[config.mk]
export PLATFORM = sky130hd
export DESIGN_NAME = mulTop
export DESIGN_NICKNAME = d
export VERILOG_FILES = /design/src/design/mulTypesPkg.sv /design/src/design/mulCmdPkg.sv /design/src/design/mulStageIf.sv /design/src/design/csAdd64.sv /design/src/design/mulPartials.sv /design/src/design/mulCombine.sv /design/src/design/mulTop.sv
export SDC_FILE = /design/constraint.sdc
export NUM_CORES = 2
export LEC_CHECK = 0
export ABC_AREA = 1
export BUFFER_PORTS_ARGS = -buffer_cell sky130_fd_sc_hd__buf_2
export CORE_MARGIN = 4
export CORE_UTILIZATION = 60
export CTS_BUF_LIST = sky130_fd_sc_hd__clkbuf_8 sky130_fd_sc_hd__clkbuf_16
export CTS_CLUSTER_DIAMETER = 40
export DETAILED_ROUTE_END_ITERATION = 10
export MAX_ROUTING_LAYER = met4
export PLACE_DENSITY = 0.75
export SLEW_MARGIN = 20
export SYNTH_ARGS = -nofsm -noshare
export SYNTH_HDL_FRONTEND = slang
export SYNTH_HIERARCHICAL = 1
export SYNTH_SLANG_ARGS = --single-unit
[constraint.sdc]
create_clock -name clock -period 5.1 [get_ports clock]
set_input_delay 0 -clock clock [delete_from_list [all_inputs] [get_ports clock]]
set_output_delay 0 -clock clock [all_outputs]
set_load 0.02 [all_outputs]
[src/design/mulTypesPkg.sv]
package mulTypesPkg;

	// one full register operand
	typedef logic [63:0] operandT;

	// 16-bit slice of the low word of an operand
	typedef logic [15:0] halfT;

	// product of two extended halves
	// kept to 32 bits, enough for any signed or unsigned pair
	typedef logic [31:0] partialT;

	// upper and lower words of a result
	typedef struct packed {
		logic [31:0] hi;
		logic [31:0] lo;
	} halvesT;

	// one result word seen two ways
	// full for the 64-bit product, halves when the top is refilled
	typedef union packed {
		operandT full;
		halvesT halves;
	} resultU;

	// unheld edges from operand capture to result
	localparam int stageCountP = 2;

endpackage

[src/design/mulCmdPkg.sv]
package mulCmdPkg;

	// width of the command extension word
	localparam int cmdWidthP = 9;

	// command extension word as sampled with the operands
	typedef logic [cmdWidthP-1:0] cmdT;

	// both operands unsigned when set
	localparam int unsignedBitP = 0;

	// full 64-bit product when set
	// otherwise low 32 bits extended to 64
	localparam int wideBitP = 2;

	// bits 1 and 3 to 8 reserved

endpackage

[src/design/mulStageIf.sv]
`timescale 1ns/100ps

interface mulStageIf;

	// partial products of the low words
	// aa is lo*lo, ab is rs lo * rt hi, ba is rs hi * rt lo, bb is hi*hi
	mulTypesPkg::partialT aa;
	mulTypesPkg::partialT ab;
	mulTypesPkg::partialT ba;
	mulTypesPkg::partialT bb;

	// mode bits riding along with the products
	logic isUnsigned;
	logic isWide;

	modport producer
	(
		output aa,
		output ab,
		output ba,
		output bb,
		output isUnsigned,
		output isWide
	);

	modport consumer
	(
		input aa,
		input ab,
		input ba,
		input bb,
		input isUnsigned,
		input isWide
	);

endinterface

[src/design/csAdd64.sv]
`timescale 1ns/100ps

module csAdd64
(
	input mulTypesPkg::operandT a,
	input mulTypesPkg::operandT b,
	output mulTypesPkg::operandT sum
);

	// carry into each 16-bit block
	logic [3:0] carry;

	// candidate sums for carry in of zero and one
	logic [16:0] sumZero [4];
	logic [16:0] sumOne [4];

	// lowest block never sees a carry
	assign carry[0] = 1'b0;

	for (genvar i = 0; i < 4; i++)
	begin : gBlock
		logic [16:0] aExt;
		logic [16:0] bExt;

		assign aExt = {1'b0, a[16*i +: 16]};
		assign bExt = {1'b0, b[16*i +: 16]};

		// both candidates settle in parallel
		assign sumZero[i] = aExt + bExt;
		assign sumOne[i] = aExt + bExt + 17'd1;

		// real carry only selects
		assign sum[16*i +: 16] = carry[i] ? sumOne[i][15:0] : sumZero[i][15:0];

		if (i < 3)
		begin : gCarry
			assign carry[i+1] = carry[i] ? sumOne[i][16] : sumZero[i][16];
		end
	end

endmodule

[src/design/mulPartials.sv]
`timescale 1ns/100ps

module mulPartials
(
	input logic clock,
	input logic rstN,
	input logic hold,
	input mulTypesPkg::operandT rs,
	input mulTypesPkg::operandT rt,
	input mulCmdPkg::cmdT cmd,
	mulStageIf.producer stage
);

	logic isUnsigned;
	logic isWide;

	mulTypesPkg::halfT rsLo;
	mulTypesPkg::halfT rsHi;
	mulTypesPkg::halfT rtLo;
	mulTypesPkg::halfT rtHi;

	// sign fill above the upper halves
	mulTypesPkg::halfT rsFill;
	mulTypesPkg::halfT rtFill;

	mulTypesPkg::partialT prodAA;
	mulTypesPkg::partialT prodAB;
	mulTypesPkg::partialT prodBA;
	mulTypesPkg::partialT prodBB;

	assign isUnsigned = cmd[mulCmdPkg::unsignedBitP];
	assign isWide = cmd[mulCmdPkg::wideBitP];

	// upper 32 bits of each operand play no part
	assign rsLo = rs[15:0];
	assign rsHi = rs[31:16];
	assign rtLo = rt[15:0];
	assign rtHi = rt[31:16];

	assign rsFill = (rsHi[15] && !isUnsigned) ? '1 : '0;
	assign rtFill = (rtHi[15] && !isUnsigned) ? '1 : '0;

	// low halves always zero-extended
	assign prodAA = {16'h0000, rsLo} * {16'h0000, rtLo};
	assign prodAB = {16'h0000, rsLo} * {rtFill, rtHi};
	assign prodBA = {rsFill, rsHi} * {16'h0000, rtLo};

	// signed hi*hi stays within 32 bits
	assign prodBB = {rsFill, rsHi} * {rtFill, rtHi};

	always_ff @(posedge clock or negedge rstN)
	begin
		if (!rstN)
		begin
			stage.aa <= '0;
			stage.ab <= '0;
			stage.ba <= '0;
			stage.bb <= '0;
			stage.isUnsigned <= 1'b0;
			stage.isWide <= 1'b0;
		end
		else if (!hold)
		begin
			stage.aa <= prodAA;
			stage.ab <= prodAB;
			stage.ba <= prodBA;
			stage.bb <= prodBB;
			stage.isUnsigned <= isUnsigned;
			stage.isWide <= isWide;
		end
	end

	// held edge leaves stage one frozen
	holdFreezesStage: assert property (
		@(posedge clock) disable iff (!rstN)
		hold |=> $stable({stage.aa, stage.ab, stage.ba, stage.bb,
			stage.isUnsigned, stage.isWide})
	);

endmodule

[src/design/mulCombine.sv]
`timescale 1ns/100ps

module mulCombine
(
	input logic clock,
	input logic rstN,
	input logic hold,
	mulStageIf.consumer stage,
	output mulTypesPkg::operandT result
);

	// sign fill above each cross product
	logic [15:0] abFill;
	logic [15:0] baFill;

	mulTypesPkg::operandT crossAB;
	mulTypesPkg::operandT crossBA;
	mulTypesPkg::operandT crossSum;

	// stage two registers
	mulTypesPkg::operandT outerWord;
	mulTypesPkg::operandT crossWord;
	logic isUnsignedQ;
	logic isWideQ;

	mulTypesPkg::operandT fullSum;
	mulTypesPkg::resultU shaped;

	assign abFill = (stage.ab[31] && !stage.isUnsigned) ? '1 : '0;
	assign baFill = (stage.ba[31] && !stage.isUnsigned) ? '1 : '0;

	// cross products sit 16 bits up
	assign crossAB = {abFill, stage.ab, 16'h0000};
	assign crossBA = {baFill, stage.ba, 16'h0000};

	csAdd64 uCrossAdd
	(
		.a(crossAB),
		.b(crossBA),
		.sum(crossSum)
	);

	always_ff @(posedge clock or negedge rstN)
	begin
		if (!rstN)
		begin
			outerWord <= '0;
			crossWord <= '0;
			isUnsignedQ <= 1'b0;
			isWideQ <= 1'b0;
		end
		else if (!hold)
		begin
			// hi*hi over lo*lo never overlap
			outerWord <= {stage.bb, stage.aa};
			crossWord <= crossSum;
			isUnsignedQ <= stage.isUnsigned;
			isWideQ <= stage.isWide;
		end
	end

	csAdd64 uFinalAdd
	(
		.a(outerWord),
		.b(crossWord),
		.sum(fullSum)
	);

	always_comb
	begin
		shaped.full = fullSum;
		// narrow mode refills the upper word from bit 31
		if (!isWideQ)
		begin
			shaped.halves.hi = (shaped.halves.lo[31] && !isUnsignedQ) ? '1 : '0;
		end
	end

	assign result = shaped.full;

	// both stages hold known data once reset has been gone long enough
	resultKnown: assert property (
		@(posedge clock) disable iff (!rstN)
		$past(rstN, mulTypesPkg::stageCountP) |-> !$isunknown(result)
	);

endmodule

[src/design/mulTop.sv]
`timescale 1ns/100ps

module mulTop
(
	input logic clock,
	input logic rstN,
	input logic hold,
	input mulTypesPkg::operandT rs,
	input mulTypesPkg::operandT rt,
	input mulCmdPkg::cmdT cmd,
	output mulTypesPkg::operandT result
);

	// partial products between the stages
	mulStageIf stageBus ();

	mulPartials uPartials
	(
		.clock(clock),
		.rstN(rstN),
		.hold(hold),
		.rs(rs),
		.rt(rt),
		.cmd(cmd),
		.stage(stageBus.producer)
	);

	// second stage drives result combinationally
	mulCombine uCombine
	(
		.clock(clock),
		.rstN(rstN),
		.hold(hold),
		.stage(stageBus.consumer),
		.result(result)
	);

endmodule

==> reports/results.tsv <==
stage	metric	value	unit
outcome	status	finished, violations left	
outcome	violations	setup timing	
synthesis	synth_seq_area_share	10.30	%
clock_tree	cts_buffers	40	
placed_design	hpwl	151200	um
cells_and_area	post_route_cells_drive_above_1_share	16.32	%
setup_path	path_cells	buf_12 -> bufbuf_16 -> nand2_4 -> nor2_4 -> fa_1 -> inv_2 -> fa_1 -> inv_2 -> fa_1 -> inv_2 -> fa_1 -> inv_2 -> fa_1 -> fa_1 -> fa_1 -> fa_1 -> ha_4 -> nand2_1 -> nand2_1 -> a211oi_2 -> o211ai_1 -> buf_4 -> a21oi_2 -> nor2_1	
sta	layout_setup_ws	-532.4	ps
sta	slew_viol_final	0	
setup_path	cp-end-kind	flip-flop	
synthesis	yosysUniqueCellTypes	55	
sta	hold_violations	0	
floorplan	boundaryPins	204	
sta	fin_crit	5632	ps
sta	rsz0062_at_grt	true	
floorplan	die_h	332.4	um
synthesis	yosys_warnings	6	
clock_tree	clk_latency	590	ps
grt	antenna_found_initial	4	
cells_and_area	final_cell_mix	nand2_1 (2487), inv_1 (2131), fa_1 (1033), buf_4 (725), ha_1 (441)	
clock_tree	htreeDepth	2	
setup_path	crit_buf_inv	7	
sta	clock_skew	39.07	ps
floorplan	die_w	332.4	um
setup_path	path_class	input pin to flip-flop	
setup_path	critPathRequiredTime	5540	ps
sta	maxSlewHeadroom	35.69	%
synthesis	async_reset_ff_share	100.0	%
grt	grt_pass1_wl	298900	um
sta	fmax	177.5	MHz
placed_design	port-buffer-count	132	
synthesis	synth_area	0.06314	mm2
grt	grt_pass1_vias	58050	
cells_and_area	syn2layout_area_growth	18.36	%
drt	vias	56490	
sta	finalSetupViolCount	48	
synthesis	synth-edff-count	0	
synthesis	synth-seq-cells	260	
cells_and_area	final_nets	11040	
sta	worst_pin_slew	964.6	ps
drt	drcViolationCount	0	
drt	routed_wl	181100	um
clock_tree	clockBufferDepth	3	
setup_path	cp_top_family	adder cells	
synthesis	avgSynthCellArea	7.344	um2
drt	vias_per_cell	5.257	
synthesis	netlist_instances	8598	
cells_and_area	seq_area	0.006506	mm2
sta	post-route-period-util	110.4	%
drt	wl_per_cell	16.85	um
clock_tree	cts_sinks	260	
cells_and_area	multiInputGateArea	0.04890	mm2
clock_tree	clock-root-buffer	clkbuf_16	
cells_and_area	final_util	71.90	%
synthesis	ys.flop_type	dfrtp_1	
setup_path	crit_fanout	4	
run	maxCapViolCount	0	
clock_tree	clk_pin_slew	60	ps
placed_design	place_congestion	0.9674	
grt	grt_util_all_layers	34.32	%
floorplan	rows	118	
drt	drt-initial-drc-count	4929	
setup_path	cpPeakStageDelay	610	ps
grt	grt_start_max_net_pins	204	
worst_hold_path	hold_path.class	input pin to asynchronous set/reset pin	
cells_and_area	final_common_cell	nand2_1	
setup_path	crit_path_frequent_cell	fa_1	
drt	ant_nets	0	
drt	firstDrtPassIters	6	
clock_tree	cts_tree	yes	
floorplan	die_area	0.1105	mm2
grt	gr-total-overflow	0	
setup_path	slowest_stage	fa_1	
setup_path	start_kind	input pin	
setup_path	critPathArrivalTime	6080	ps
floorplan	initial_core_util	60.75	%
floorplan	design.core.area	0.1039	mm2
cells_and_area	num-fill-cells	8393	
through the flow:
stage / hold WS [ps] / instance area (um2) / setup slack, ps / instances / TNS [ps]
6_report: 16.93 / 74730 / -532.4 / 10750 / -9622
5_1_grt: 40.36 / 74730 / -772.9 / 10750 / -21190
3_5_place_dp: -26.11 / 70770 / -1345 / 10600 / -69570
2_1_floorplan: -295.6 / 63940 / -1015 / 8631 / -15770
3_3_place_gp: -34.23 / 70770 / -1260 / 10600 / -64020
4_1_cts: 11.40 / 73930 / -480.3 / 10720 / -6236
final timing paths:
| path | end | cells after the start | slack, ps | startpoint |
|---|---|---|---|---|
| min in group clock | uPartials/stage.isUnsigned | 5 | 50 | cmd[0] |
| min | uPartials/stage.aa[4] | 3 | 20 | rstN |
| max in group asynchronous | uPartials/stage.bb[27] | 3 | 4240 | rstN |
| max | uPartials/stage.bb[28] | 24 | -530 | rt[31] |
| max reg2reg | uCombine/crossWord[63] | 23 | 1330 | uPartials/stage.ba[31] |
| min reg2reg | uPartials/stage.aa[3] | 2 | 480 | uPartials/stage.aa[3] |
sequential cells by signal, indices dropped and copies added, names as in the netlist:
name                        cells
uCombine/crossWord             64
uCombine/outerWord             64
uPartials/stage.aa             32
uPartials/stage.ab             32
uPartials/stage.ba             32
uPartials/stage.bb             32
uCombine/isUnsignedQ            1
uCombine/isWideQ                1
uPartials/stage.isUnsigned      1
uPartials/stage.isWide          1
cells by family (layout without fill, tap and decap cells):
group | Yosys count | count (layout) | share of synthesized area, %
buf+inv | 2480 | 3212 | 15.25
flops | 260 | 260 | 10.30
compound gates | 645 | 645 | 5.675
other cells | 1 | 38 | 0.005939
fa+ha+maj | 1570 | 1570 | 43.89
simple gates | 3480 | 3480 | 22.57
xor+xnor | 162 | 162 | 2.307
cells in the mapped netlist, types with 7 or more instances:
| cell | instances | share of area (%) |
|---|---|---|
| a21o_1 | 30 | 0.36 |
| a21oi_1 | 243 | 1.9 |
| a31oi_1 | 22 | 0.22 |
| and2_1 | 14 | 0.14 |
| and3_1 | 11 | 0.11 |
| buf_1 | 7 | 0.042 |
| buf_12 | 11 | 0.35 |
| buf_2 | 13 | 0.10 |
| buf_6 | 11 | 0.20 |
| clkbuf_1 | 237 | 1.4 |
| dfrtp_1 | 260 | 10 |
| fa_1 | 1075 | 34 |
| ha_1 | 495 | 9.8 |
| inv_1 | 2187 | 13 |
| nand2_1 | 2531 | 15 |
| nand2_2 | 39 | 0.39 |
| nand3_1 | 332 | 2.6 |
| nand3_2 | 12 | 0.19 |
| nand3b_1 | 9 | 0.11 |
| nand4_1 | 64 | 0.63 |
| nor2_1 | 328 | 1.9 |
| nor2_2 | 9 | 0.089 |
| nor3_1 | 53 | 0.42 |
| o21ai_0 | 169 | 1.3 |
| o21ai_1 | 101 | 0.80 |
| o21ai_2 | 25 | 0.35 |
| o21bai_1 | 19 | 0.23 |
| or2_2 | 53 | 0.53 |
| xnor2_1 | 56 | 0.78 |
| xor2_1 | 101 | 1.4 |
per-layer routing:
metal	vias up	track usage, %	part of all wire [%]
met5	-	-	0
met1	27320	47.14	43
met3	310	5.497	8.7
met2	2109	53.15	45
li1	26760	-	-
met4	0	10.11	3.4
cell type report:
type                    count  area share (%)
inverters                2190           11.01
flip-flops and latches    260           8.706
repair buffers            949           10.58
clock inverters            30          0.5475
multi-input cells        5891           65.43
diodes                      4         0.01339
clock buffers              43           1.395
well taps                1380           2.310
tightest hold or removal path, stage by stage:
cell	delay, ps
dlygate4sd3_1	560
buf_8	150
buf_16	290
what timing repair did:
item,CTS,global route
cloned,4,0
pin swaps,139,98
endpoints found under the setup margin,69,75
hold endpoints to repair,181,0
hold buffers,5,0
resized for setup,322,190
buffers inserted,35,25
Power is not shown: default switching activity piles up to over one toggle a cycle in this logic, so the estimate is an artifact.
